`src/design/mac_tx_defines.svh`:
```
`ifndef MAC_TX_DEFINES_SVH
`define MAC_TX_DEFINES_SVH

//////////////////////////////////////////////////////////////////////
// line format
//////////////////////////////////////////////////////////////////////

`define MAC_PREAMBLE_BYTE    8'h55
`define MAC_SFD_BYTE         8'hD5
`define MAC_PREAMBLE_LEN     7      // preamble bytes before the sfd
`define MAC_MIN_PAYLOAD      60     // shorter payloads get zero pad
`define MAC_FCS_LEN          4
`define MAC_IFG_CYCLES       12     // idle cycles between frames

// length field of the source pointer and line descriptor
`define MAC_LEN_W            11

//////////////////////////////////////////////////////////////////////
// buffering
//////////////////////////////////////////////////////////////////////

`define MAC_FRAME_FIFO_DEPTH 4096
`define MAC_DESC_FIFO_DEPTH  32

// largest frame on the line, a new frame needs this much room
`define MAC_MAX_LINE_BYTES   1530

`endif

```
`src/design/mac_tx_pkg.sv`:
```
package mac_tx_pkg;

`include "mac_tx_defines.svh"

    // one queued source as seen by the mac
    typedef struct packed {
        logic [15:0] ptr;        // payload length in the low bits
        logic        ptr_empty;
        logic [7:0]  data;
    } mac_src_in_t;

    // read strobes back to one source
    typedef struct packed {
        logic ptr_rd;
        logic data_rd;
    } mac_src_rd_t;

    // one octet of the frame stream
    typedef logic [7:0] mac_frame_byte_t;

    // frame handed to the line side
    typedef struct packed {
        logic                  gbit;       // gmii when set, mii nibbles otherwise
        logic [`MAC_LEN_W-1:0] line_len;   // padded payload + 12
    } mac_line_desc_t;

    // arbiter to framer
    typedef struct packed {
        logic                  start;      // single cycle
        logic                  tte;
        logic [`MAC_LEN_W-1:0] len;
    } mac_frame_req_t;

endpackage

```
`src/design/mac_tx_src_arbiter.sv`:
```
`timescale 1ns/10ps
`include "mac_tx_defines.svh"

module mac_tx_src_arbiter import mac_tx_pkg::*; (
    input  logic            tx_master_clk,
    input  logic            rstn_mac,
    input  mac_src_in_t     normal_src,
    input  mac_src_in_t     tte_src,
    output mac_src_rd_t     normal_rd,
    output mac_src_rd_t     tte_rd,
    input  logic            ready,
    input  logic            frame_busy,
    input  logic            byte_req,
    output mac_frame_req_t  req,
    output mac_frame_byte_t payload_byte
);

    typedef enum logic [1:0] {
        ARB_IDLE,
        ARB_PTR,     // ptr_rd out to the winner
        ARB_WAIT     // ptr comes back from the source
    } arb_state_t;

    arb_state_t state;
    logic       sel_tte;     // latched winner
    logic       any_waiting;

    assign any_waiting = !tte_src.ptr_empty || !normal_src.ptr_empty;

    always_ff @(posedge tx_master_clk or negedge rstn_mac) begin
        if (!rstn_mac) begin
            state   <= ARB_IDLE;
            sel_tte <= 1'b0;
            req     <= '0;
        end else begin
            req.start <= 1'b0;
            case (state)
                ARB_IDLE: begin
                    if (!frame_busy && ready && any_waiting) begin
                        sel_tte <= !tte_src.ptr_empty;   // tte wins a tie
                        state   <= ARB_PTR;
                    end
                end
                ARB_PTR: state <= ARB_WAIT;
                ARB_WAIT: begin
                    req.start <= 1'b1;
                    req.tte   <= sel_tte;
                    req.len   <= sel_tte ? tte_src.ptr[`MAC_LEN_W-1:0]
                                         : normal_src.ptr[`MAC_LEN_W-1:0];
                    state     <= ARB_IDLE;
                end
                default: state <= ARB_IDLE;
            endcase
        end
    end

    // strobes steered to the latched source
    assign tte_rd.ptr_rd     = (state == ARB_PTR) && sel_tte;
    assign normal_rd.ptr_rd  = (state == ARB_PTR) && !sel_tte;
    assign tte_rd.data_rd    = byte_req && sel_tte;
    assign normal_rd.data_rd = byte_req && !sel_tte;

    assign payload_byte = sel_tte ? tte_src.data : normal_src.data;   // source has 1 cycle latency

    // a descriptor read only goes to a source that holds one
    ptr_rd_not_empty: assert property (@(posedge tx_master_clk) disable iff (!rstn_mac)
        !(tte_rd.ptr_rd && tte_src.ptr_empty) &&
        !(normal_rd.ptr_rd && normal_src.ptr_empty));

endmodule

```
`config.mk`:
```
export PLATFORM = sky130hd
export DESIGN_NAME = mac_tx_src_arbiter
export DESIGN_NICKNAME = d
export VERILOG_FILES = /design/src/design/mac_tx_pkg.sv /design/src/design/mac_tx_src_arbiter.sv
export VERILOG_INCLUDE_DIRS = /design/src /design/src/design
export SDC_FILE = /design/constraint.sdc
export NUM_CORES = 1
export LEC_CHECK = 0
export BUFFER_PORTS_ARGS = -buffer_cell sky130_fd_sc_hd__buf_4
export CORE_AREA = 2 2 52 54
export DETAILED_ROUTE_END_ITERATION = 10
export DIE_AREA = 0 0 54 56
export PLACE_DENSITY = 0.75
export REMOVE_ABC_BUFFERS = 1
export SETUP_SLACK_MARGIN = 0.02
export SYNTH_ARGS = -nofsm -noshare
export SYNTH_HDL_FRONTEND = slang
export SYNTH_SLANG_ARGS = --single-unit
export TNS_END_PERCENT = 30
```
`constraint.sdc`:
```
create_clock -name tx_master_clk -period 1.4 [get_ports tx_master_clk]
set_input_delay 0.28 -clock tx_master_clk [delete_from_list [all_inputs] [get_ports tx_master_clk]]
set_output_delay 0.28 -clock tx_master_clk [all_outputs]
set_load 0.005 [all_outputs]
```
---- After elaboration in Yosys (flattened, before gate mapping) ----
Index checks and enable logic that the tools add are counted.
operators by class
  $lt $le $gt $ge ......................... 0
  add/subtract/negate cells ............... 0
  bitwise logic cells ..................... 0
  multiplexer cells ....................... 5
  div/mod/pow operators ................... 0
  reductions and logical operators ........ 13
  shift operators ......................... 0
  equal/unequal tests ..................... 3
  multipliers ............................. 0
operators by type and width
  operator              number
  $mux W13              1
  $mux W11              1
  $mux W8               1
  $logic_and A1 B1 Y1   6
  $logic_not A1 Y1      4
  $pmux W2 S2           1
  $eq A2 B1 Y1 const B  1
  $eq A2 B2 Y1 const B  1
  $logic_not A2 Y1      1
  $mux W2               1
  $ne A2 B2 Y1 const B  1
  $reduce_and A2 Y1     1
  $logic_or A1 B1 Y1    1
word-level totals
  bits in latches ......................... 0
  flip-flop bits (word level) ............. 16
  memories ................................ 0
  memory bits (read-only) ................. 0
  output and inout port bits .............. 25
  RAM bits ................................ 0
  word-level logic and storage cells ...... 26

---- Depth between registers and ports, before layout ----
Gate-level depths: netlist of run 1.
  depth in word-level cells ............... 5
  mapped depth ............................ 4
  depth with buffers taken out ............ 3

---- Worst setup path after synthesis of run 1 ----
Ideal clock, no wire load.
  kind .................................... flip-flop to output port
  from .................................... register sel_tte
  to ...................................... output payload_byte[2]
  data arrival time ....................... 1.018 ns
  cell stages (with the launch flop) ...... 4
  data required time ...................... 1.120 ns
  path slack .............................. 0.102 ns
  path buffers ............................ 2
  path through ............................ dfrtp_1 buf_2 buf_2 mux2_2
on the way
  word-level cells in the longest chain between the ends .. 1
ends and longest elaborated chain
  element                 RTL line                  text
  from (decl)             mac_tx_src_arbiter.sv:25  logic sel_tte;
  from (signal assigned)  mac_tx_src_arbiter.sv:40  sel_tte <= !tte_src.ptr_empty;
  $mux W8                 mac_tx_src_arbiter.sv:63  assign payload_byte = sel_tte ? tte_src.data : normal_src.data;
  to (decl)               mac_tx_src_arbiter.sv:15  output mac_frame_byte_t payload_byte
Every way passes these cells.

---- Worst setup path after layout of run 1 ----
Ends and elaborated chain as after synthesis.

==> results of run 1 <==
worst min-delay path by stage:
stage | from | to
finish | normal_src[8] | state[0]$_DFFE_PN0P_
global route | normal_src[8] | state[0]$_DFFE_PN0P_
CTS | normal_src[8] | state[0]$_DFFE_PN0P_
detailed placement | rstn_mac | req[2]$_DFFE_PN0P_
global placement | rstn_mac | req[2]$_DFFE_PN0P_
floorplan | rstn_mac | req[0]$_DFFE_PN0P_
state kept, by name, indices dropped and copies added (netlist names):
| name | flops |
|---|---|
| state | 2 |
| req | 13 |
| sel_tte | 1 |
what timing repair did:
item,4_1_cts,5_1_grt
hold endpoints to repair,16,0
gates resized for setup,2,9
setup endpoints to repair,11,13
pin swaps,0,2
cloned,0,1
setup buffers,3,1
hold buffers,1,0
Yosys cell counts (all sizes together):
master  count
a21oi       1
and2        3
and2b       1
buf         3
clkbuf      2
dfrtp      16
inv         2
mux2        8
mux2i      12
nand2      12
nand2b      1
nor2b       1
o21ai      12
or4b        1
critical path: cells and delay by family, from the launching register on:
| family | cells | cell delay [ns] |
|---|---|---|
| buffers and inverters | 2 | 0.27 |
| flip-flops | 1 | 0.42 |
| multiplexers | 1 | 0.34 |
per-stage QoR:
stage / power (mW) / utilization (%) / hold WS (ns) / setup slack, ns / instance area [um2]
global route: 1.804 / 61.93 / 0.1694 / -0.2373 / 1506
global placement: 1.344 / 56.89 / 0.1457 / 0.07867 / 1384
finish: 1.687 / 61.93 / 0.1834 / -0.1921 / 1506
CTS: 1.630 / 59.41 / 0.1764 / -0.2015 / 1445
detailed placement: 1.365 / 56.89 / 0.1490 / 0.04668 / 1384
floorplan: 0.9181 / - / -0.01559 / -0.1101 / 793.3
logic make-up after synthesis:
kind of cell,count (synthesis),synth area share (%)
buffers and inverters,7,3.681
multiplexers,20,25.77
flip-flops,16,49.08
AND/OR/NAND/NOR,19,12.12
AO/OA/AOI/OAI,13,9.357
layout make-up:
| class | count | area share [%] |
|---|---|---|
| timing repair buffer | 78 | 42.03 |
| sequential | 16 | 26.66 |
| multi-input combinational | 52 | 26.83 |
| clock buffer | 3 | 1.495 |
| tap | 30 | 2.492 |
| inverter | 2 | 0.4983 |
per-layer routing:
layer | GRT usage (%) | vias to the layer above | wire length (um)
li1 | - | 412 | -
met1 | 14.53 | 394 | 857
met2 | 27.35 | 46 | 1285
met3 | 4.301 | 2 | 347
met4 | 5.357 | 0 | 19
met5 | 0 | - | 0
power by group through the flow:
stage,registers (mW),clock network (mW),logic (mW)
6_report,0.652,0.220,0.815
5_1_grt,0.668,0.251,0.884
4_1_cts,0.646,0.233,0.750
3_5_place_dp,0.656,0,0.710
3_3_place_gp,0.650,0,0.693
2_1_floorplan,0.699,0,0.219
==> results.sh, run 1 <==
export IMPL_core_mm2=0.002432
export IMPL_drt_iter0_markers=0
export IMPL_critPathKind="flip-flop to output pin"
export IMPL_finalWorstSetupSlack_ns=-0.1921
export IMPL_mostFrequentLayoutCell="buf_4"
export IMPL_routed_wl_um=2510
export IMPL_peakVddDrop_v=0.0007427
export IMPL_hold_viol_final=0
export IMPL_yosys_warnings=0
export IMPL_grt_max_degree=22
export IMPL_ys_seq_elements=16
export IMPL_overflow=0
export IMPL_ant_nets=0
export IMPL_syn_area_per_cell_um2=10.88
export IMPL_synth_area_leaders="dfrtp_1, mux2i_1, mux2_2"
export IMPL_rsz0062_at_grt="yes"
export IMPL_routabilityCongestion=0.7560
export IMPL_arrival_ns=1.31
export IMPL_hpwl_um=1833
export IMPL_setup_tns_ns=-1.700
export IMPL_start_util_pct=33.54
export IMPL_multi_input_area_um2=404.1
export IMPL_synth_top_area_share_pct=49.08
export IMPL_setup_violations=12
export IMPL_grt_pass1_wl_um=3332
export IMPL_cts_buffers=3
export IMPL_slew_violations=0
export IMPL_slowest_stage="dfrtp_2"
export IMPL_switchingPower_mw=0.4839
export IMPL_status="finished, violations left"
export IMPL_reg2reg_slack_ns=0.05
export IMPL_io_buffers=69
export IMPL_r2r_cells=3
export IMPL_cap_violations=0
export IMPL_crit_start="sel_tte$_DFFE_PN0P_"
export IMPL_path_clk_slew_ns=0.08
export IMPL_seq_power_share_pct=38.6
export IMPL_switching_share_pct=28.68
export IMPL_hold_depth=2
export IMPL_worstMarginPinSlew_ns=0.2028
export IMPL_synth_yosys_seq_area_share_pct=49.08
export IMPL_violations="setup timing"
export IMPL_cts_sinks=16
export IMPL_fp_dieW_um=54
export IMPL_fp_dieH_um=56
export IMPL_nFillCells=202
export IMPL_synth_distinct_cells=16
export IMPL_via_per_inst=4.718
export IMPL_crit_chain="buf_12 -> mux2_2 -> buf_4"
export IMPL_crit_path_end="payload_byte[2]"
export IMPL_syn_area_um2=815.8
export IMPL_via_count=854
export IMPL_critPathCaptureType="output pin"
export IMPL_hold_path_class="input pin to flip-flop"
export IMPL_row_count=18
export IMPL_diodes=0
export IMPL_grt_pass1_vias=813
export IMPL_nNetsFinal=208
export IMPL_rr_startpoint="state[0]$_DFFE_PN0P_"
export IMPL_io_pins=80
export IMPL_power_density_mw_per_mm2=1120
export IMPL_fin_skew_ns=0.004321
export IMPL_cp_required_ns=1.12
export IMPL_leakagePower_nw=0.8134
export IMPL_h_tree_depth=1
export IMPL_fin_crit_sh_pct=113.7
export IMPL_combPwrFrac_pct=48.3
export IMPL_synthCells=75
export IMPL_dp_cells=172
export IMPL_antenna_found_initial=0
export IMPL_critical_path_peak_fanout=9
export IMPL_dieArea_mm2=0.003024
export IMPL_clk_latency_ns=0.27
export IMPL_drt_drc_violations_left=0
export IMPL_p_clk_share_pct=13.0
export IMPL_synth_top_cell_by_area="dfrtp_1"
export IMPL_clk_path_buf_depth=2
export IMPL_areaGrowthSynthToFinish_pct=84.66
export IMPL_wire_per_inst_um=13.87
export IMPL_r2r_end="sel_tte$_DFFE_PN0P_"
export IMPL_p_int_mw=1.203
export IMPL_fin_crit_ns=1.592
export IMPL_slew_headroom_pct=86.48
export IMPL_seqCellArea_um2=401.6
export IMPL_final_cells=181
export IMPL_start_kind="flip-flop"
export IMPL_clockRootBuffer="clkbuf_4"
export IMPL_layout_drive_gt1_share_pct=63.58
export IMPL_dr_pass1_iters=1
export IMPL_clock_fmax_mhz=628.1
export IMPL_cts_tree="done"
export IMPL_grt_util_all_layers_pct=14.68
export IMPL_final_cell_mix="buf_4, dfrtp_1, mux2i_1, nand2_1, mux2_2"
export IMPL_critical_path_max_stage_delay_ns=0.42
Note: power is estimated with default switching activity, not from simulation.
==> run 2, diff against run 1 <==
Settings changed: CORE_AREA 2 2 52 54 to 2 2 50 52, DIE_AREA 0 0 54 56 to 0 0 52 54, PLACE_DENSITY 0.75 to 0.81.
Clock period 1.4 ns to 1.9 ns, I/O delays scaled along.
==> run 2 against run 1 <==
Net effect:
- the flow now finishes without violations
- first-iteration DRC count increased by 2
- wire length decreased by 19%
- via count decreased by 6.1%
- worst setup slack improved by 0.29 ns
- clock power decreased by 3%
- sequential power decreased by 27%
- critical path type unchanged
- critical endpoint is now payload_byte[4]
- largest cell class unchanged
==> results.sh, run 2 (synthesis gave the netlist of run 1 again) <==
export IMPL_arrival_ns=1.42
export IMPL_rsz0062_at_grt="no"
export IMPL_io_pins=80
export IMPL_critPathCaptureType="output pin"
export IMPL_drt_iter0_markers=2
export IMPL_r2r_cells=3
export IMPL_dr_pass1_iters=3
export IMPL_grt_pass1_wl_um=3132
export IMPL_nNetsFinal=201
export IMPL_clk_latency_ns=0.27
export IMPL_leakagePower_nw=0.7626
export IMPL_pre_cts_ws_ns=0.3975
export IMPL_slew_headroom_pct=46.18
export IMPL_areaGrowthSynthToFinish_pct=73.47
export IMPL_hpwl_um=1646
export IMPL_peakVddDrop_v=0.0004484
export IMPL_place_area_mm2=0.001369
export IMPL_slew_violations=0
export IMPL_critical_path_peak_fanout=21
export IMPL_setup_tns_ns=0
export IMPL_fin_crit_ns=1.798
export IMPL_layout_drive_gt1_share_pct=57.93
export IMPL_wire_per_inst_um=11.68
export IMPL_overflow=0
export IMPL_finalWorstSetupSlack_ns=0.1016
export IMPL_diodes=0
export IMPL_via_per_inst=4.583
export IMPL_cts_buffers=3
export IMPL_row_count=18
export IMPL_critPathKind="flip-flop to output pin"
export IMPL_timing_hold_ws_ns=0.2791
export IMPL_final_cell_mix="buf_4, dfrtp_1, mux2i_1, nand2_1, mux2_2"
export IMPL_fin_skew_ns=0.001771
export IMPL_setup_violations=0
export IMPL_hold_viol_final=0
export IMPL_reg_largest_list="req: 13 flops, state: 2 flops, sel_tte: 1 flops"
export IMPL_drt_drc_violations_left=0
export IMPL_grt_util_all_layers_pct=15.00
export IMPL_grt_max_degree=26
export IMPL_fp_dieH_um=54
export IMPL_status="completed"
export IMPL_largest_register_ffs=13
export IMPL_hold_depth=2
export IMPL_cts_tree="done"
export IMPL_cp_required_ns=1.52
export IMPL_hold_path_class="input pin to flip-flop"
export IMPL_path_clk_slew_ns=0.09
export IMPL_nFillCells=194
export IMPL_clockRootBuffer="clkbuf_4"
export IMPL_start_util_pct=35.17
export IMPL_mostFrequentLayoutCell="buf_4"
export IMPL_clk_path_buf_depth=2
export IMPL_fp_dieW_um=52
export IMPL_via_count=802
export IMPL_routabilityCongestion=0.7015
export IMPL_clock_fmax_mhz=556.1
export IMPL_antenna_found_initial=0
export IMPL_cts_sinks=16
export IMPL_start_kind="flip-flop"
export IMPL_routed_wl_um=2044
export IMPL_ant_nets=0
export IMPL_finalPower_mw=1.191
export IMPL_fin_crit_sh_pct=94.65
export IMPL_grt_pass1_vias=777
export IMPL_post_cts_buffers=0
export IMPL_cap_violations=0
export IMPL_final_cell_area_mm2=0.001415
export IMPL_h_tree_depth=1
export IMPL_dieArea_mm2=0.002808
export IMPL_io_buffers=69
export IMPL_power_density_mw_per_mm2=841.8
export IMPL_core_mm2=0.002320
export IMPL_worstMarginPinSlew_ns=0.8073
export IMPL_regMostFlops="req"
## run 2: routing by layer
metal / up-vias / GRT usage, % / part of all wire [%]
met1: 360 / 15.44 / 36
met3: 0 / 5.000 / 14
met4: 0 / 4.825 / 0
li1: 397 / - / -
met2: 45 / 28.48 / 50
met5: - / 0 / 0
## run 2: worst paths after layout
check,startpoint,end,slack [ns]
max,sel_tte$_DFFE_PN0P_,payload_byte[4],0.10
min,normal_src[8],state[0]$_DFFE_PN0P_,0.28
max reg2reg,state[0]$_DFFE_PN0P_,req[4]$_DFFE_PN0P_,0.50
min reg2reg,req[3]$_DFFE_PN0P_,req[3]$_DFFE_PN0P_,0.49
max in group asynchronous,rstn_mac,req[8]$_DFFE_PN0P_,1.23
min in group asynchronous,rstn_mac,req[5]$_DFFE_PN0P_,0.49
## run 2: repair_timing
action / in CTS / in global routing
endpoints found under the hold margin: 16 / 0
resized for setup: 0 / 0
hold buffers: 1 / 0
## run 2: critical path: stages, from the launching register on
cell and delay (ns):
dfrtp_1 0.45, buf_12 0.20, mux2_2 0.35, buf_4 0.13
## run 2: power breakdown
group          internal, mW  leakage (nW)  switching (mW)
logic                 0.314         0.542           0.186
clock network         0.116        0.0210          0.0976
registers             0.427         0.199          0.0501
total                 0.857         0.763           0.334
## run 2: area by class of cell
type / count / area, um2 / share of cell area, %
Inverter: 2 / 7.507 / 0.5305
Tap cell: 30 / 37.54 / 2.653
Multi-Input combinational cell: 52 / 385.4 / 27.23
Sequential cell: 16 / 400.4 / 28.29
Clock buffer: 4 / 36.28 / 2.564
Timing Repair Buffer: 71 / 548.0 / 38.73
## run 2: stage by stage
step / utilization [%] / std cells
2_1_floorplan: - / 70
3_3_place_gp: 59.01 / 170
3_5_place_dp: 59.01 / 170
4_1_cts: 61.00 / 175
5_1_grt: 61.00 / 175
6_report: 61.00 / 175
==> run 3, diff against run 2 <==
Settings changed: CORE_AREA 2 2 50 52 to 2 2 47 59, DIE_AREA 0 0 52 54 to 0 0 49 61, PLACE_DENSITY 0.81 to 0.76.
Clock period 1.9 ns to 1.7 ns, I/O delays scaled along.
==> run 3 against run 2 <==
Net effect:
- via count increased by 6.2%
- global-route usage about the same
- final cell count increased by 5.7%
- sequential share of layout area decreased by 2.6 points
- sequential power increased by 13%
- register-to-register slack got worse by 0.19 ns
- flip-flop and latch count unchanged
- clock power increased by 16%
- final area increased by 11%
- critical path type unchanged
- critical endpoint is now payload_byte[2]
==> results.sh, run 3 (synthesis gave the netlist of run 1 again) <==
export IMPL_status="completed"
export IMPL_dr_pass1_iters=2
export IMPL_start_util_pct=33.61
export IMPL_start_kind="flip-flop"
export IMPL_critPathCaptureType="output pin"
export IMPL_row_count=20
export IMPL_cp_num_buf_inv=2
export IMPL_dieArea_mm2=0.002989
export IMPL_io_pins=80
export IMPL_hpwl_um=1733
export IMPL_via_per_inst=4.605
export IMPL_critPathKind="flip-flop to output pin"
export IMPL_leakagePower_nw=0.8477
export IMPL_power_density_mw_per_mm2=960.0
export IMPL_min_to="state[0]$_DFFE_PN0P_"
export IMPL_largest_register_ffs=13
export IMPL_r2r_cells=3
export IMPL_h_tree_depth=1
export IMPL_nNetsFinal=208
export IMPL_slew_headroom_pct=85.76
export IMPL_timing_hold_ws_ns=0.2294
export IMPL_overflow=0
export IMPL_antenna_found_initial=0
export IMPL_fin_skew_ns=0.001917
export IMPL_switchingPower_mw=0.4178
export IMPL_cp_required_ns=1.36
export IMPL_fp_dieW_um=49
export IMPL_peakVddDrop_v=0.0005679
export IMPL_grt_pass1_wl_um=3374
export IMPL_reg_largest_list="req: 13 flops, state: 2 flops, sel_tte: 1 flops"
export IMPL_nFillCells=189
export IMPL_ant_nets=0
export IMPL_slew_violations=0
export IMPL_hold_path_class="input pin to flip-flop"
export IMPL_hold_viol_final=0
export IMPL_cap_violations=0
export IMPL_critical_path_peak_fanout=5
export IMPL_path_clk_slew_ns=0.09
export IMPL_fin_crit_ns=1.674
export IMPL_routabilityCongestion=0.7228
export IMPL_final_cell_mix="buf_4, dfrtp_1, mux2i_1, nand2_1, buf_6"
export IMPL_seq_power_share_pct=35.9
export IMPL_crit_family="flip-flops"
export IMPL_layout_drive_gt1_share_pct=62.50
export IMPL_regMostFlops="req"
export IMPL_switching_share_pct=27.80
export IMPL_via_count=852
export IMPL_rr_startpoint="state[1]$_DFFE_PN0P_"
export IMPL_r2r_end="sel_tte$_DFFE_PN0P_"
export IMPL_diodes=0
export IMPL_wire_per_inst_um=12.91
export IMPL_p_clk_share_pct=16.5
export IMPL_routed_wl_um=2388
export IMPL_clockRootBuffer="clkbuf_4"
export IMPL_core_mm2=0.002427
export IMPL_clk_path_buf_depth=2
export IMPL_reg2reg_slack_ns=0.31
export IMPL_grt_max_degree=26
export IMPL_critical_path_max_stage_delay_ns=0.46
export IMPL_clock_fmax_mhz=597.2
export IMPL_fp_dieH_um=61
export IMPL_cp_depth=3
export IMPL_p_int_mw=1.085
export IMPL_hold_path_startpoint="normal_src[8]"
export IMPL_clk_latency_ns=0.28
export IMPL_grt_pass1_vias=804
export IMPL_hold_depth=2
export IMPL_grt_util_all_layers_pct=15.01
export IMPL_combPwrFrac_pct=47.6
export IMPL_setup_violations=0
export IMPL_areaGrowthSynthToFinish_pct=91.87
export IMPL_crit_chain="clkbuf_16 -> mux2_4 -> buf_6"
export IMPL_rsz0062_at_grt="yes"
export IMPL_cts_sinks=16
export IMPL_cts_tree="done"
export IMPL_cts_buffers=3
export IMPL_drt_iter0_markers=4
export IMPL_worstMarginPinSlew_ns=0.2136
export IMPL_mostFrequentLayoutCell="buf_4"
export IMPL_fin_crit_sh_pct=98.50
export IMPL_slowest_stage="dfrtp_2"
export IMPL_setup_tns_ns=0
export IMPL_drt_drc_violations_left=0
export IMPL_arrival_ns=1.33
export IMPL_io_buffers=69
[run 3: changes by cell type in the layout (fill, tap and decap cells not counted), moves of 2 or more]
cell    before  now
buf_4       69   67
buf_6        0    7
mux2_2       7    3
mux2_4       0    5
[run 3: per-stage QoR]
stage          instances  cell area (um2)  setup WS (ns)  utilization (%)  power [mW]
4_1_cts              183             1481       0.009482            61.03       1.437
3_5_place_dp         175             1388         0.3097            57.16       1.122
6_report             185             1565        0.02553            64.48       1.503
5_1_grt              185             1565       -0.03558            64.48       1.605
2_1_floorplan         70            793.3         0.1299                -      0.7561
3_3_place_gp         175             1388         0.3122            57.16       1.103
[run 3: what timing repair did]
item | CTS | global route
setup buffers | 2 | 1
setup endpoints to repair | 8 | 10
gates cloned | 1 | 1
hold buffers | 1 | 0
resized for setup | 0 | 16
endpoints found under the hold margin | 16 | 0
[run 3: worst max-delay path by stage]
| stage | start | end | slack, ns |
|---|---|---|---|
| after floorplan | sel_tte$_DFFE_PN0P_ | payload_byte[0] | 0.13 |
| after global placement | frame_busy | sel_tte$_DFFE_PN0P_ | 0.31 |
| after detailed placement | sel_tte$_DFFE_PN0P_ | payload_byte[4] | 0.31 |
| after CTS | sel_tte$_DFFE_PN0P_ | payload_byte[4] | 0.009 |
| after global routing | sel_tte$_DFFE_PN0P_ | payload_byte[1] | -0.04 |
| final | sel_tte$_DFFE_PN0P_ | payload_byte[2] | 0.03 |
[run 3: final cells by class]
class | instances | area (um2) | share of cell area, %
repair buffers | 78 | 669.4 | 42.77
flip-flops and latches | 16 | 401.6 | 25.66
well taps | 33 | 41.29 | 2.638
multi-input cells | 52 | 406.6 | 25.98
clock buffers | 4 | 36.28 | 2.318
inverters | 2 | 10.01 | 0.6395
[run 3: power by group through the flow]
stage	Combinational [mW]	Sequential (mW)	Clock [mW]
2_1_floorplan	0.181	0.575	0
3_3_place_gp	0.568	0.535	0
3_5_place_dp	0.581	0.540	0
4_1_cts	0.645	0.535	0.257
5_1_grt	0.772	0.556	0.277
6_report	0.715	0.540	0.248
[run 3: routing by layer]
metal	vias up	routed length, um	global-route usage, %
met3	4	255	4.926
met5	-	0	0
met2	50	1224	27.98
met1	386	886	15.40
met4	0	21	7.347
li1	412	-	-
