<file path="src/design/mac_tx_defines.svh">
`ifndef MAC_TX_DEFINES_SVH
`define MAC_TX_DEFINES_SVH

//////////////////////////////////////////////////////////////////////
// line format
//////////////////////////////////////////////////////////////////////

`define MAC_PREAMBLE_BYTE    8'h55
`define MAC_SFD_BYTE         8'hD5
`define MAC_PREAMBLE_LEN     7      // preamble bytes before the sfd
`define MAC_MIN_PAYLOAD      60     // shorter payloads get zero pad
`define MAC_FCS_LEN          4
`define MAC_IFG_CYCLES       12     // idle cycles between frames

// length field of the source pointer and line descriptor
`define MAC_LEN_W            11

//////////////////////////////////////////////////////////////////////
// buffering
//////////////////////////////////////////////////////////////////////

`define MAC_FRAME_FIFO_DEPTH 4096
`define MAC_DESC_FIFO_DEPTH  32

// largest frame on the line, a new frame needs this much room
`define MAC_MAX_LINE_BYTES   1530

`endif

</file>
<file path="src/design/mac_tx_pkg.sv">
package mac_tx_pkg;

`include "mac_tx_defines.svh"

    // one queued source as seen by the mac
    typedef struct packed {
        logic [15:0] ptr;        // payload length in the low bits
        logic        ptr_empty;
        logic [7:0]  data;
    } mac_src_in_t;

    // read strobes back to one source
    typedef struct packed {
        logic ptr_rd;
        logic data_rd;
    } mac_src_rd_t;

    // one octet of the frame stream
    typedef logic [7:0] mac_frame_byte_t;

    // frame handed to the line side
    typedef struct packed {
        logic                  gbit;       // gmii when set, mii nibbles otherwise
        logic [`MAC_LEN_W-1:0] line_len;   // padded payload + 12
    } mac_line_desc_t;

    // arbiter to framer
    typedef struct packed {
        logic                  start;      // single cycle
        logic                  tte;
        logic [`MAC_LEN_W-1:0] len;
    } mac_frame_req_t;

endpackage

</file>
<file path="src/design/crc32_8023.sv">
`timescale 1ns/10ps

module crc32_8023 import mac_tx_pkg::*; (
    input  logic            tx_master_clk,
    input  logic            rstn_mac,
    input  logic            load_init,
    input  logic            calc,
    input  logic            shift_out,
    input  mac_frame_byte_t d,
    output mac_frame_byte_t fcs_byte
);

    logic [31:0] crc_reg;

    // reflected 802.3 polynomial, lsb of the byte first
    function automatic logic [31:0] crc_step(input logic [31:0] c, input logic [7:0] b);
        logic [31:0] r;
        r = c;
        for (int i = 0; i < 8; i++) begin
            r = (r[0] ^ b[i]) ? ((r >> 1) ^ 32'hEDB8_8320) : (r >> 1);
        end
        return r;
    endfunction

    always_ff @(posedge tx_master_clk or negedge rstn_mac) begin
        if (!rstn_mac) begin
            crc_reg <= '1;
        end else if (load_init) begin
            crc_reg <= '1;
        end else if (calc) begin
            crc_reg <= crc_step(crc_reg, d);
        end else if (shift_out) begin
            crc_reg <= {8'hFF, crc_reg[31:8]};   // next fcs byte into the low end
        end
    end

    assign fcs_byte = ~crc_reg[7:0];

endmodule

</file>
<file path="src/design/mac_tx_framer.sv">
`timescale 1ns/10ps
`include "mac_tx_defines.svh"

module mac_tx_framer import mac_tx_pkg::*; (
    input  logic                                   tx_master_clk,
    input  logic                                   rstn_mac,
    input  logic                                   gbit_mode,
    input  mac_frame_req_t                         req,
    input  mac_frame_byte_t                        payload_byte,
    output logic                                   byte_req,
    output logic                                   frame_busy,
    output logic                                   ready,
    input  logic [$clog2(`MAC_FRAME_FIFO_DEPTH):0] frame_count,
    input  logic                                   desc_full,
    output logic                                   frame_wr,
    output mac_frame_byte_t                        frame_byte,
    output logic                                   desc_wr,
    output mac_line_desc_t                         desc
);

    typedef enum logic [2:0] {
        FR_IDLE,
        FR_PRE,        // 7 preamble bytes and the sfd
        FR_DATA,
        FR_PAD,
        FR_FCS_WAIT,   // crc settles
        FR_FCS
    } fr_state_t;

    fr_state_t             state;
    logic [`MAC_LEN_W-1:0] loop_cnt;
    logic [`MAC_LEN_W-1:0] len_q;
    logic [`MAC_LEN_W-1:0] padded_len;
    logic                  gbit_q;
    logic                  short_frame;
    mac_frame_byte_t       byte_nxt;
    mac_frame_byte_t       fcs_byte;

    assign short_frame = len_q < `MAC_MIN_PAYLOAD;
    assign padded_len  = short_frame ? `MAC_LEN_W'(`MAC_MIN_PAYLOAD) : len_q;

    //////////////////////////////////////////////////////////////////////
    // sequencer
    //////////////////////////////////////////////////////////////////////

    always_ff @(posedge tx_master_clk or negedge rstn_mac) begin
        if (!rstn_mac) begin
            state    <= FR_IDLE;
            loop_cnt <= '0;
            frame_wr <= 1'b0;
            desc_wr  <= 1'b0;
        end else begin
            frame_wr <= state inside {FR_PRE, FR_DATA, FR_PAD, FR_FCS};
            desc_wr  <= 1'b0;
            loop_cnt <= loop_cnt - 1'b1;
            case (state)
                FR_IDLE: begin
                    if (req.start) begin
                        state    <= FR_PRE;
                        loop_cnt <= `MAC_LEN_W'(`MAC_PREAMBLE_LEN);
                    end
                end
                FR_PRE: begin
                    if (loop_cnt == '0 && len_q != '0) begin
                        state    <= FR_DATA;
                        loop_cnt <= len_q - 1'b1;
                    end else if (loop_cnt == '0) begin
                        state    <= FR_PAD;   // empty payload, all pad
                        loop_cnt <= `MAC_LEN_W'(`MAC_MIN_PAYLOAD - 1);
                    end
                end
                FR_DATA: begin
                    if (loop_cnt == '0 && short_frame) begin
                        state    <= FR_PAD;
                        loop_cnt <= `MAC_LEN_W'(`MAC_MIN_PAYLOAD - 1) - len_q;
                    end else if (loop_cnt == '0) begin
                        state <= FR_FCS_WAIT;
                    end
                end
                FR_PAD: begin
                    if (loop_cnt == '0) begin
                        state <= FR_FCS_WAIT;
                    end
                end
                FR_FCS_WAIT: begin
                    state    <= FR_FCS;
                    loop_cnt <= `MAC_LEN_W'(`MAC_FCS_LEN - 1);
                end
                FR_FCS: begin
                    if (loop_cnt == '0) begin
                        state   <= FR_IDLE;
                        desc_wr <= 1'b1;   // lands with the last fcs byte
                    end
                end
                default: state <= FR_IDLE;
            endcase
        end
    end

    always_comb begin
        case (state)
            FR_PRE:  byte_nxt = (loop_cnt == '0) ? `MAC_SFD_BYTE : `MAC_PREAMBLE_BYTE;
            FR_DATA: byte_nxt = payload_byte;
            FR_FCS:  byte_nxt = fcs_byte;
            default: byte_nxt = '0;   // pad
        endcase
    end

    always_ff @(posedge tx_master_clk) begin
        frame_byte <= byte_nxt;
        if (state == FR_IDLE && req.start) begin
            len_q  <= req.len;
            gbit_q <= gbit_mode;   // speed travels with the frame
        end
        if (state == FR_FCS && loop_cnt == '0) begin
            desc.gbit     <= gbit_q;
            desc.line_len <= padded_len + `MAC_LEN_W'(`MAC_PREAMBLE_LEN + 1 + `MAC_FCS_LEN);
        end
    end

    // one read ahead, stops after len bytes
    assign byte_req = (state == FR_PRE && loop_cnt == '0 && len_q != '0) ||
                      (state == FR_DATA && loop_cnt != '0);

    assign frame_busy = (state != FR_IDLE) || req.start;
    assign ready      = (frame_count <= `MAC_FRAME_FIFO_DEPTH - `MAC_MAX_LINE_BYTES) && !desc_full;

    crc32_8023 u_crc (
        .tx_master_clk (tx_master_clk),
        .rstn_mac      (rstn_mac),
        .load_init     (state == FR_IDLE && req.start),
        .calc          (state inside {FR_DATA, FR_PAD}),
        .shift_out     (state == FR_FCS),
        .d             (byte_nxt),
        .fcs_byte      (fcs_byte)
    );

    frame_fifo_room: assert property (@(posedge tx_master_clk) disable iff (!rstn_mac)
        frame_wr |-> frame_count < `MAC_FRAME_FIFO_DEPTH);

endmodule

</file>
<file path="config.mk">
export PLATFORM = sky130hd
export DESIGN_NAME = mac_tx_framer
export DESIGN_NICKNAME = d
export VERILOG_FILES = /design/src/design/mac_tx_pkg.sv /design/src/design/crc32_8023.sv /design/src/design/mac_tx_framer.sv
export VERILOG_INCLUDE_DIRS = /design/src /design/src/design
export SDC_FILE = /design/constraint.sdc
export NUM_CORES = 1
export LEC_CHECK = 0
export ABC_AREA = 1
export BUFFER_PORTS_ARGS = -buffer_cell sky130_fd_sc_hd__buf_2
export CAP_MARGIN = 20
export CELL_PAD_IN_SITES_DETAIL_PLACEMENT = 1
export CELL_PAD_IN_SITES_GLOBAL_PLACEMENT = 1
export CORE_AREA = 5 5 131 133
export CTS_CLUSTER_SIZE = 40
export DETAILED_ROUTE_END_ITERATION = 7
export DIE_AREA = 0 0 136 138
export PLACE_DENSITY = 0.78
export SKIP_CTS_REPAIR_TIMING = 1
export SYNTH_ARGS = -nofsm -noshare
export SYNTH_HDL_FRONTEND = slang
export SYNTH_HIERARCHICAL = 1
export SYNTH_SLANG_ARGS = --single-unit
</file>
<file path="constraint.sdc">
create_clock -name tx_master_clk -period 9.9 [get_ports tx_master_clk]
set_clock_uncertainty 0.1 [all_clocks]
set_input_delay 0.495 -clock tx_master_clk [delete_from_list [all_inputs] [get_ports tx_master_clk]]
set_output_delay 0.495 -clock tx_master_clk [all_outputs]
set_load 0.005 [all_outputs]
</file>
== Yosys cells after proc, flatten, opt, wreduce, memory -nomap -nowiden ==
Index checks and enable logic that the tools add are counted.

* Equality and inequality tests: 8
* Add/subtract/negate cells: 4
* Mux-type cells: 28
* Bitwise gates (word level): 17
* Multipliers: 0
* Reductions and logical operators: 20
* Magnitude comparators: 2
* Divide/modulo/power cells: 0
* Shift-type cells: 0

{| class="wikitable"
|+ Operators by type and width
! operator !! number
|-
| 32-bit two-way mux || 11
|-
| 13-bit NOT with 14-bit output || 8
|-
| 11-bit two-way mux || 5
|-
| 11-bit one-hot mux with 4 select lines || 1
|-
| 8-bit one-hot mux with 3 select lines || 1
|-
| 11-bit nonzero test || 2
|-
| 11-bit by 1-bit subtractor with 11-bit output, second input constant || 2
|-
| 3-bit two-way mux || 6
|-
| 3-bit one-hot mux with 6 select lines || 1
|-
| 13-bit by 12-bit less-or-equal comparator with 1-bit output, second input constant || 1
|-
| 11-bit by 4-bit adder with 11-bit output, second input constant || 1
|-
| 11-bit zero test || 1
|-
| 11-bit by 6-bit less-than comparator with 1-bit output, second input constant || 1
|-
| 6-bit by 11-bit subtractor with 11-bit output, first input constant || 1
|-
| 1-bit logical AND || 8
|-
| 8-bit two-way mux || 1
|-
| 8-bit NOT || 1
|-
| 1-bit XOR || 8
|-
| 3-bit by 2-bit == test with 1-bit output, second input constant || 2
|-
| 3-bit == test, second input constant || 2
|-
| 3-bit nonzero test || 2
|-
| 2-bit != test, second input constant || 2
|-
| 4-bit nonzero test || 1
|-
| 3-bit by 1-bit == test with 1-bit output, second input constant || 1
|-
| other kinds (7) || 9
|}

* Bits in latches: 0
* ROM bits: 0
* Memories: 0
* Bits in registers: 80
* Bits of input ports: 38
* Bits in writable memories: 0

== Depth between registers and ports, before layout ==
Gate-level depths: netlist of run 1.

* Depth after elaboration: 21
* Gate-level depth with buffers: 20
* Depth with buffers taken out: 18

== Cells and area by module ==
Netlist of run 1, hierarchy kept.

{| class="wikitable"
|+ By module, submodules not included
! module !! area each (um^2) !! seq. area each (um^2) !! times used !! cells each
|-
| mac_tx_framer || 2944.1 || 1281.2 || 1 || 349
|-
| crc32_8023 || 2503.7 || 840.8 || 1 || 375
|}

== Least setup slack after synthesis of run 1 ==
OpenSTA, ideal clock, no wires.

* Path kind: reg2reg
* Start: register state[0]
* End: register u_crc.crc_reg[23]
* Data required time: 9720 ps
* Arrival time: 2957 ps
* Buffers on the path: 2
* Period minus slack after synthesis: 3137 ps
* Cell stages (with the launch flop): 12
* Slack: 6763 ps
* Library setup time: 80 ps
* Cell sequence: dfrtp_1 > inv_1 > nand2_1 > nor3b_1 > nor2_1 > nand2_2 > inv_2 > or2_2 > buf_2 > buf_2 > a21oi_1 > a21oi_1

* Longest elaborated chain between the ends: 18

{| class="wikitable"
|+ RTL lines
! what !! line !! RTL
|-
| start, declared || mac_tx_framer.sv:30 || <nowiki>fr_state_t state;</nowiki>
|-
| start signal, assigned || mac_tx_framer.sv:48 || <nowiki>state <= FR_IDLE;</nowiki>
|-
| start signal, assigned || mac_tx_framer.sv:59 || <nowiki>state <= FR_PRE;</nowiki>
|-
| start signal, assigned || mac_tx_framer.sv:65 || <nowiki>state <= FR_DATA;</nowiki>
|-
| 3-bit == test, or another cell as far along || mac_tx_framer.sv:101, mac_tx_framer.sv:133 ||
|-
| 8-bit one-hot mux with 3 select lines || mac_tx_framer.sv:101 || <nowiki>case (state)</nowiki>
|-
| 1-bit XOR || crc32_8023.sv:20 || <nowiki>r = (r[0] ^ b[i]) ? ((r >> 1) ^ 32'hEDB8_8320) : (r >> 1);</nowiki>
|-
| 32-bit two-way mux || crc32_8023.sv:20 ||
|-
| 13-bit NOT with 14-bit output (no source line) || - ||
|-
| 32-bit two-way mux (2 in series) || crc32_8023.sv:20 ||
|-
| 13-bit NOT with 14-bit output (no source line) || - ||
|-
| 32-bit two-way mux || crc32_8023.sv:20 ||
|-
| 13-bit NOT with 14-bit output (no source line) || - ||
|-
| 32-bit two-way mux (2 in series) || crc32_8023.sv:20 ||
|-
| 13-bit NOT with 14-bit output (no source line) || - ||
|-
| 32-bit two-way mux || crc32_8023.sv:20 ||
|-
| 13-bit NOT with 14-bit output (no source line) || - ||
|-
| 32-bit two-way mux || crc32_8023.sv:20 ||
|-
| 32-bit two-way mux || crc32_8023.sv:30 || <nowiki>end else if (calc) begin</nowiki>
|-
| 32-bit two-way mux || crc32_8023.sv:28 || <nowiki>end else if (load_init) begin</nowiki>
|-
| end signal, assigned || crc32_8023.sv:31 || <nowiki>crc_reg <= crc_step(crc_reg, d);</nowiki>
|-
| end signal, assigned || crc32_8023.sv:33 || <nowiki>crc_reg <= {8'hFF, crc_reg[31:8]};</nowiki>
|-
| end, declared || crc32_8023.sv:13 || <nowiki>logic [31:0] crc_reg;</nowiki>
|}

Parallel ways exist; a longest one is shown, timed or not.
A chain may end at the register's enable or synchronous reset.

== Worst setup path in the final report of run 1 ==
* Start: register state[2]
* End: register u_crc.crc_reg[18]

* Longest elaborated chain between the ends: 16

{| class="wikitable"
|+ RTL lines
! what
|-
| branches (longest 16 deep; another with 32-bit two-way mux)
|}

Several ways; the timed one is not identified.

==> impl_metrics.ini, run 1 <==
[status]
status = complete, no violations

[drt]
drt_iter0_drc = 247
dr.pass1.iters = 4
drc = 0
viasPerCell = 4.78
ant_nets = 0
dr_total_vias = 4807
wl_per_cell_um = 16.0
wirelength_mm = 16.1

[critical_path]
reg2reg_to = u_crc/crc_reg[18]
ff2ff_path_depth = 9
r2r_slack_ps = 6180
cp-start-kind = register
cp_data_arrival_time_ps = 3900
path_class = register to register
worst_setup_path_end_kind = register
cp_data_required_time_ps = 10080
crit_path_max_fanout = 24
reg2reg_from = state[2]

[synthesis]
synth_seq_cells = 80
synth_edf_count = 24
synth_top_area_share_pct = 15.4
synthCells = 724
ys_types = 42
synth_fp_nets = 768
async_flop_share_pct = 60.0
yosysWarnings = 6
ys.flop_type = dfstp_2
synth_top_area_cell = dfstp_2
ys_seq_area_share_pct = 39.0
syn-cell-area_mm2 = 0.00545
synthTopCellsByArea = dfstp_2 15%, nand2_1 14%, edfxtp_1 13%
synth_area_per_cell_um2 = 7.52

[clock_tree]
clock_latency_ps = 350
ctsLongestPathBuffers = 2
numCtsBuffers = 9
clock_sinks = 80
tritoncts = done
clkTransAtPathRegs_ps = 70
clk_root_buffer_cell = clkbuf_16
htreeDepth = 3

[finish]
nets = 829
final_util_pct = 39.9
area_growth_pct = 15.0
drive_gt1_share_pct = 22.4
final_common_cell = nand2_1
final_cell_mix = 202 x nand2_1, 90 x inv_1, 73 x nand3_1
diodes = 0
largest_reg_flops = 32

[sta]
worst_pin_slew_ps = 742
setup_violations = 0
max_freq_ghz = 0.269
slew_violations = 0
slew_headroom_pct = 50.5
final.setup.tns_ps = 0
finalHoldViolCount = 0
rsz0062_at_grt = no
fin_ws_ps = 6180
min_period_ps = 3720
fin_crit_sh_pct = 37.6

[global_routing]
grt_overflow = 0
grt_max_degree = 49
grt.total_usage_pct = 18.1
grt_pass1_wl_mm = 27.0
antenna_found_initial = 0
first_global_vias = 5258

[placement]
place.gp.congestion = 0.844
place_ws_ps = 6170
dp_hpwl_mm = 12.0
port-buffer-count = 61

[die]
die_x_um = 136
num_io_pins = 63
start_util_pct = 34.7
fp-row-count = 46
die_area_mm2 = 0.0188
coreArea_mm2 = 0.0157
die_h_um = 138

[power_and_ir_drop]
power_density_mw_per_mm2 = 121
ir_worst_vdd_v = 0.0000834
p_leak_nw = 3.03

[worst_hold_path]
hp-class = primary input to async pin

[job]
drv_cap = 0
-- per-stage QoR --
stage | area (µm²) | power [mW] | instances | hold slack (ps)
6_report | 6260 | 0.759 | 1006 | 170
5_1_grt | 6260 | 0.792 | 1006 | 199
4_1_cts | 6260 | 0.770 | 1006 | 178
3_5_place_dp | 5960 | 0.417 | 990 | 306
3_3_place_gp | 5960 | 0.414 | 990 | 303
2_1_floorplan | 5450 | 0.394 | 724 | 99.4
-- final cells by class --
type / count / area (µm²)
multi-input combinational: 526 / 2850
tap: 216 / 270
timing repair buffer: 64 / 328
fill: 2009 / 9450
inverter: 104 / 390
sequential: 80 / 2120
clock buffer: 9 / 225
clock inverter: 7 / 76.3
-- worst max-delay path, stage by stage (launching register included) --
cell and delay, ps:
dfrtp_1 470, nor2_4 580, inv_1 560, nand2_2 590, inv_2 260, or2_2 540
inv_2 230, o21ai_0 100, o21ai_0 100, o21ai_1 100
-- power by group --
group | total (mW) | switching [mW] | leakage, nW | internal, mW
Combinational | 0.0576 | 0.0361 | 2.09 | 0.0215
Clock | 0.348 | 0.150 | 0.146 | 0.198
Sequential | 0.353 | 0.00456 | 0.789 | 0.348
-- cells in the mapped netlist, types with 2 or more instances --
| cell type | instances |
|---|---|
| nand3_1 | 73 |
| nor2_8 | 3 |
| buf_2 | 3 |
| xnor2_2 | 3 |
| o22ai_1 | 11 |
| o21ai_0 | 19 |
| xor2_1 | 34 |
| nand2_1 | 202 |
| nand4_1 | 4 |
| inv_2 | 13 |
| dfstp_2 | 32 |
| nand3_2 | 4 |
| xnor2_1 | 8 |
| inv_1 | 90 |
| nor3_1 | 8 |
| ha_1 | 6 |
| nor2_2 | 6 |
| a22o_1 | 3 |
| nand2_2 | 16 |
| buf_4 | 2 |
| clkbuf_1 | 5 |
| a22oi_1 | 10 |
| edfxtp_1 | 24 |
| a21oi_1 | 30 |
| dfrtp_1 | 16 |
| nand3b_1 | 3 |
| o21a_1 | 2 |
| nand3_4 | 2 |
| dfxtp_1 | 8 |
| or2_2 | 3 |
| nor2_4 | 4 |
| nand2_4 | 5 |
| xor2_2 | 2 |
| nor2_1 | 57 |
| buf_6 | 4 |
| o21ai_1 | 3 |
-- worst max-delay path by stage --
stage / from / endpoint / slack (ps) / cells past startpoint
global route: state[2] / u_crc/crc_reg[18] / 5900 / 9
finish: state[2] / u_crc/crc_reg[18] / 6180 / 9
CTS: state[2] / u_crc/crc_reg[18] / 6150 / 9
floorplan: state[0] / u_crc/crc_reg[23] / 6760 / 11
global placement: state[2] / u_crc/crc_reg[18] / 6200 / 9
detailed placement: state[2] / u_crc/crc_reg[18] / 6170 / 9
-- layer usage --
layer	GRT usage, %	vias to the layer above	wire length (µm)
li1	-	2434	-
met1	22.6	2309	7280
met2	31.4	48	8130
met3	2.87	16	393
met4	6.58	0	269
met5	0	-	0
-- logic make-up (layout without fill, tap and decap cells) --
| logic type | after synthesis | count (layout) | synth area share, % |
|---|---|---|---|
| xor+xnor | 47 | 47 | 8.25 |
| simple gates | 392 | 392 | 33.9 |
| fa+ha+maj | 6 | 6 | 1.38 |
| buf+inv | 118 | 184 | 8.89 |
| flops | 80 | 80 | 39.0 |
| compound gates | 81 | 81 | 8.64 |
(Power assumes the default switching activity.)
==> run 2: changes to the inputs <==
--- a/config.mk
+++ b/config.mk
@@ -15,7 +15,7 @@
 export CTS_CLUSTER_SIZE = 40
 export DETAILED_ROUTE_END_ITERATION = 7
 export DIE_AREA = 0 0 136 138
-export PLACE_DENSITY = 0.78
+export PLACE_DENSITY = 0.8
 export SKIP_CTS_REPAIR_TIMING = 1
 export SYNTH_ARGS = -nofsm -noshare
 export SYNTH_HDL_FRONTEND = slang
==> constraint.sdc (replaced) <==
create_clock -name tx_master_clk -period 3.4 [get_ports tx_master_clk]
set_clock_uncertainty 0.1 [all_clocks]
set_input_delay 0.17 -clock tx_master_clk [delete_from_list [all_inputs] [get_ports tx_master_clk]]
set_output_delay 0.17 -clock tx_master_clk [all_outputs]
set_load 0.005 [all_outputs]
==> run 2 against run 1 <==
- largest cell class unchanged
- via count increased by 2.3%
- sequential share of layout area shrank 0.72 points
- global-route usage down 0.66 points
- critical path type unchanged
- first-iteration DRC count increased by 17%
==> impl_metrics.ini, run 2 (synthesis results as in run 1) <==
[global_routing]
grt_pass1_wl_mm = 26.5
grt_overflow = 0
antenna_found_initial = 0
grt_max_degree = 40
grt.total_usage_pct = 17.4
first_global_vias = 5119

[clock_tree]
numCtsBuffers = 9
clock_latency_ps = 350
ctsLongestPathBuffers = 2
clk_root_buffer_cell = clkbuf_16
clock_sinks = 80
htreeDepth = 3
clkTransAtPathRegs_ps = 60
tritoncts = done

[placement]
place_ws_ps = 503
place.gp.congestion = 0.884
dp_hpwl_mm = 12.0
dp.cells = 996
placed_cell_area_mm2 = 0.00601
port-buffer-count = 61

[worst_hold_path]
min_path_cells = 3
hp-class = primary input to register

[finish]
area_growth_pct = 17.5
final_common_cell = nand2_1
fin_cells = 1025
nets = 848
drive_gt1_share_pct = 22.4
diodes = 0
largest_reg_flops = 32
final_cell_mix = 202 x nand2_1, 90 x inv_1, 73 x nand3_1
fin_area_mm2 = 0.00640

[sta]
final.setup.tns_ps = 0
max_freq_ghz = 0.343
min_period_ps = 2910
worst_pin_slew_ps = 939
rsz0062_at_grt = no
finalHoldViolCount = 0
fin_crit_sh_pct = 85.7
fin_ws_ps = 488
slew_headroom_pct = 37.4
slew_violations = 0
setup_violations = 0

[die]
fp-row-count = 46
coreArea_mm2 = 0.0157
start_util_pct = 34.7
die_x_um = 136
num_io_pins = 63
die_area_mm2 = 0.0188
die_h_um = 138

[critical_path]
cp_slowest_stage_delay_ps = 360
cp_data_required_time_ps = 3560
path_class = register to register
crit_path_max_fanout = 7
path_common_cell = nand2_2
worstSetupPathDepth = 15
crit_buf_inv = 4
cp_data_arrival_time_ps = 3070
r2r_slack_ps = 490
crit_slowest_cell = nor2_2
path_delay_family = simple AND/OR/NAND/NOR gates
ff2ff_path_depth = 15
cp-start-kind = register
worst_setup_path_end_kind = register
cp_cell_sequence = inv_1 > nor2_2 > inv_1 > nor2_2 > buf_4 > a22o_1 > xor2_2 > nand2_1 > nand2_2 > inv_2 > nand2_2 > nand2_2 > nand2_1 > nand3_1 > a21oi_1

[drt]
dr.pass1.iters = 4
ant_nets = 0
drt_iter0_drc = 288
dr_total_vias = 4918
wl_per_cell_um = 15.7
wirelength_mm = 16.1
viasPerCell = 4.80
drc = 0

[status]
status = complete, no violations

[power_and_ir_drop]
p_leak_nw = 3.09
power_density_mw_per_mm2 = 328
power_mw = 2.10
ir_worst_vdd_v = 0.000242

[job]
drv_cap = 0
-- run 2: final cells by class --
class,instances,area [µm²]
flip-flops and latches,80,2120
clock buffers,12,236
fillers,2014,9310
inverters,104,390
repair buffers,83,503
multi-input cells,526,2850
clock inverters,4,25.0
well taps,216,270
-- run 2: worst paths after layout --
| check | start | to |
|---|---|---|
| worst min register to register | gbit_q | desc[11] |
| worst max register to register | state[0] | u_crc/crc_reg[21] |
| worst max-delay path | state[0] | u_crc/crc_reg[21] |
| min in group asynchronous | rstn_mac | desc_wr |
| worst min-delay path | payload_byte[0] | frame_byte[0] |
| max in group asynchronous | rstn_mac | loop_cnt[5] |
-- run 2: power breakdown --
| part | internal, mW | switching, mW | total, mW |
|---|---|---|---|
| clock network | 0.493 | 0.399 | 0.892 |
| registers | 1.01 | 0.0137 | 1.03 |
| logic | 0.0724 | 0.107 | 0.180 |
-- run 2: worst register-to-register path: stages (launching register included) --
cell	delay [ps]
dfrtp_1	340
inv_1	100
nor2_2	170
inv_1	140
nor2_2	360
buf_4	220
a22o_1	260
xor2_2	360
nand2_1	130
nand2_2	140
inv_2	50
nand2_2	60
nand2_2	90
nand2_1	70
nand3_1	100
a21oi_1	180
-- run 2: through the flow --
step | utilization [%] | hold slack [ps]
after floorplan | - | -226
after global placement | 38.2 | 247
after detailed placement | 38.2 | 248
after CTS | 39.9 | -111
after global routing | 40.7 | 56.2
final | 40.7 | 38.8
-- run 2: per-layer routing --
layer | wire (µm) | global-route usage [%]
met1 | 7330 | 22.4
met2 | 8190 | 30.5
met3 | 439 | 3.16
met4 | 156 | 3.87
met5 | 0 | 0
==> run 3: changes to the inputs <==
--- a/config.mk
+++ b/config.mk
@@ -11,13 +11,12 @@
 export CAP_MARGIN = 20
 export CELL_PAD_IN_SITES_DETAIL_PLACEMENT = 1
 export CELL_PAD_IN_SITES_GLOBAL_PLACEMENT = 1
-export CORE_AREA = 5 5 131 133
+export CORE_AREA = 5 5 129 131
 export CTS_CLUSTER_SIZE = 40
 export DETAILED_ROUTE_END_ITERATION = 7
-export DIE_AREA = 0 0 136 138
-export PLACE_DENSITY = 0.8
+export DIE_AREA = 0 0 134 136
+export PLACE_DENSITY_LB_ADDON = 0.1
 export SKIP_CTS_REPAIR_TIMING = 1
 export SYNTH_ARGS = -nofsm -noshare
 export SYNTH_HDL_FRONTEND = slang
-export SYNTH_HIERARCHICAL = 1
 export SYNTH_SLANG_ARGS = --single-unit
==> run 3 against run 2 <==
- fmax up 3.3%
- global-route usage up 2.3 points
- critical endpoint is now desc[10]
- critical path depth down 3
- hold slack worse by 15 ps
- highest routed layer unchanged
- cell count down 5.4%
- power rose to 3.5 times the previous value
- critical path type unchanged
- die area down 2.9%
- synthesized cell count down 4.6%
- register-to-register slack better by 90 ps
==> impl_metrics.ini, run 3 <==
[critical_path]
crit_path_max_fanout = 5
path_class = register to register
cp_data_arrival_time_ps = 2820
ff2ff_path_depth = 12
cp_data_required_time_ps = 3400
worst_setup_path_end_kind = register
cp-start-kind = register

[drt]
drt_iter0_drc = 185
viasPerCell = 5.16
drc = 0
wirelength_mm = 17.3
wl_per_cell_um = 17.8
dr.pass1.iters = 5
ant_nets = 0
dr_total_vias = 5001

[global_routing]
grt_pass1_wl_mm = 28.3
first_global_vias = 5300
grt_overflow = 0
grt_max_degree = 33
antenna_found_initial = 0
grt.total_usage_pct = 19.8

[finish]
nets = 817
final_util_pct = 40.4
num-fill-cells = 1927
final_common_cell = nand2_1
fin_cells = 970
diodes = 0
drive_gt1_share_pct = 21.3
fin_area_mm2 = 0.00626
largest_reg_flops = 32
area_growth_pct = 19.0
final_cell_mix = 169 x nand2_1, 83 x inv_1, 74 x nand3_1

[die]
num_io_pins = 63
fp-row-count = 46
coreArea_mm2 = 0.0155
die_h_um = 136
start_util_pct = 34.0
die_area_mm2 = 0.0182
die_x_um = 134

[placement]
port-buffer-count = 61
dp_hpwl_mm = 13.4
dp.cells = 941
placed_cell_area_mm2 = 0.00581
place.gp.congestion = 0.828

[clock_tree]
tritoncts = done
clkTransAtPathRegs_ps = 60
clock_sinks = 80
ctsLongestPathBuffers = 2
htreeDepth = 3
numCtsBuffers = 9
clk_root_buffer_cell = clkbuf_16
clock_latency_ps = 340

[synthesis]
synthCells = 691
ys_types = 48
synthTopCellsByArea = dfstp_2 16%, edfxtp_1 14%, nand2_1 12%
synth_common_cells = 169 x nand2_1, 83 x inv_1, 74 x nand3_1
syn-cell-area_mm2 = 0.00526
synth_fp_nets = 735
synth_seq_cells = 80
async_flop_share_pct = 60.0
synth_top_area_share_pct = 16.0
ys_seq_area_share_pct = 40.3
yosysMostFrequentCell = nand2_1
synth_top_area_cell = dfstp_2
synth_area_per_cell_um2 = 7.62
synth_edf_count = 24
ys.flop_type = dfstp_2
yosysWarnings = 0

[sta]
fin_crit_sh_pct = 82.9
min_period_ps = 2820
finalHoldViolCount = 0
final.setup.tns_ps = 0
slew_headroom_pct = 40.7
rsz0062_at_grt = no
slew_violations = 0
setup_violations = 0
max_freq_ghz = 0.355
worst_pin_slew_ps = 889

[worst_hold_path]
min_path_cells = 3
hp-class = primary input to register

[power_and_ir_drop]
ir_worst_vdd_v = 0.000359
p_leak_nw = 2.96
power_mw = 7.33
power_density_mw_per_mm2 = 1170

[job]
drv_cap = 0

[status]
status = complete, no violations
[run 3: changes by cell type in the layout (fill, tap and decap cells not counted), sizes merged, moves of 6 or more]
cell   previous run  this run
xnor2            11         5
o22ai            11        17
inv             103        96
nand2           223       189
a21oi            31        17
o21ai            23        38
a22oi            10         4
nor2             70        63
[run 3: power breakdown]
group | switching (mW) | internal (mW) | total, mW
logic | 3.04 | 1.45 | 4.49
registers | 0.281 | 1.48 | 1.76
clock network | 0.427 | 0.648 | 1.07
[run 3: path summary, 6_finish.rpt]
check,from,endpoint,slack [ps]
worst max-delay path,len_q[7],desc[10],580
worst min-delay path,payload_byte[0],frame_byte[0],20
max in group asynchronous,rstn_mac,u_crc.crc_reg[16],2000
min in group asynchronous,rstn_mac,desc_wr,360
worst max register to register,len_q[7],desc[10],580
worst min register to register,gbit_q,desc[11],340
[run 3: stage by stage]
stage                     setup slack, ps  hold WS (ps)
final                                 581          23.9
after global routing                  260          29.7
after CTS                             585          -157
after detailed placement              604           215
after global placement                659           223
after floorplan                      1060          -226
[run 3: cells by family after synthesis]
kind of cell	after synthesis	share of synthesized area, %
AO/OA/AOI/OAI	95	10.8
XOR/XNOR	46	7.94
adder cells (fa/ha/maj)	6	1.43
buffers and inverters	108	8.15
flip-flops	80	40.3
AND/OR/NAND/NOR	356	31.4
[run 3: layout make-up]
type / count / area (µm²) / area share (%)
inverters: 95 / 357 / 5.70
clock buffers: 10 / 229 / 3.66
clock inverters: 6 / 91.3 / 1.46
well taps: 192 / 240 / 3.84
repair buffers: 84 / 510 / 8.15
multi-input cells: 503 / 2710 / 43.3
flip-flops and latches: 80 / 2120 / 33.9
[run 3: critical path, stage by stage (launching register included)]
cell      delay [ps]
edfxtp_1         450
nor2_1           290
nand3_1          140
nor2_1           200
o21ai_1          230
inv_1            200
nor2_1            60
ha_1             180
inv_1             80
nand3_1          120
nor3_1           260
nand3_1          130
xnor2_1          140
[run 3: per-layer routing]
layer	global-route usage (%)	wire, µm
met4	6.17	281
met5	0	0
met2	32.8	8150
met3	2.92	780
met1	26.7	8090
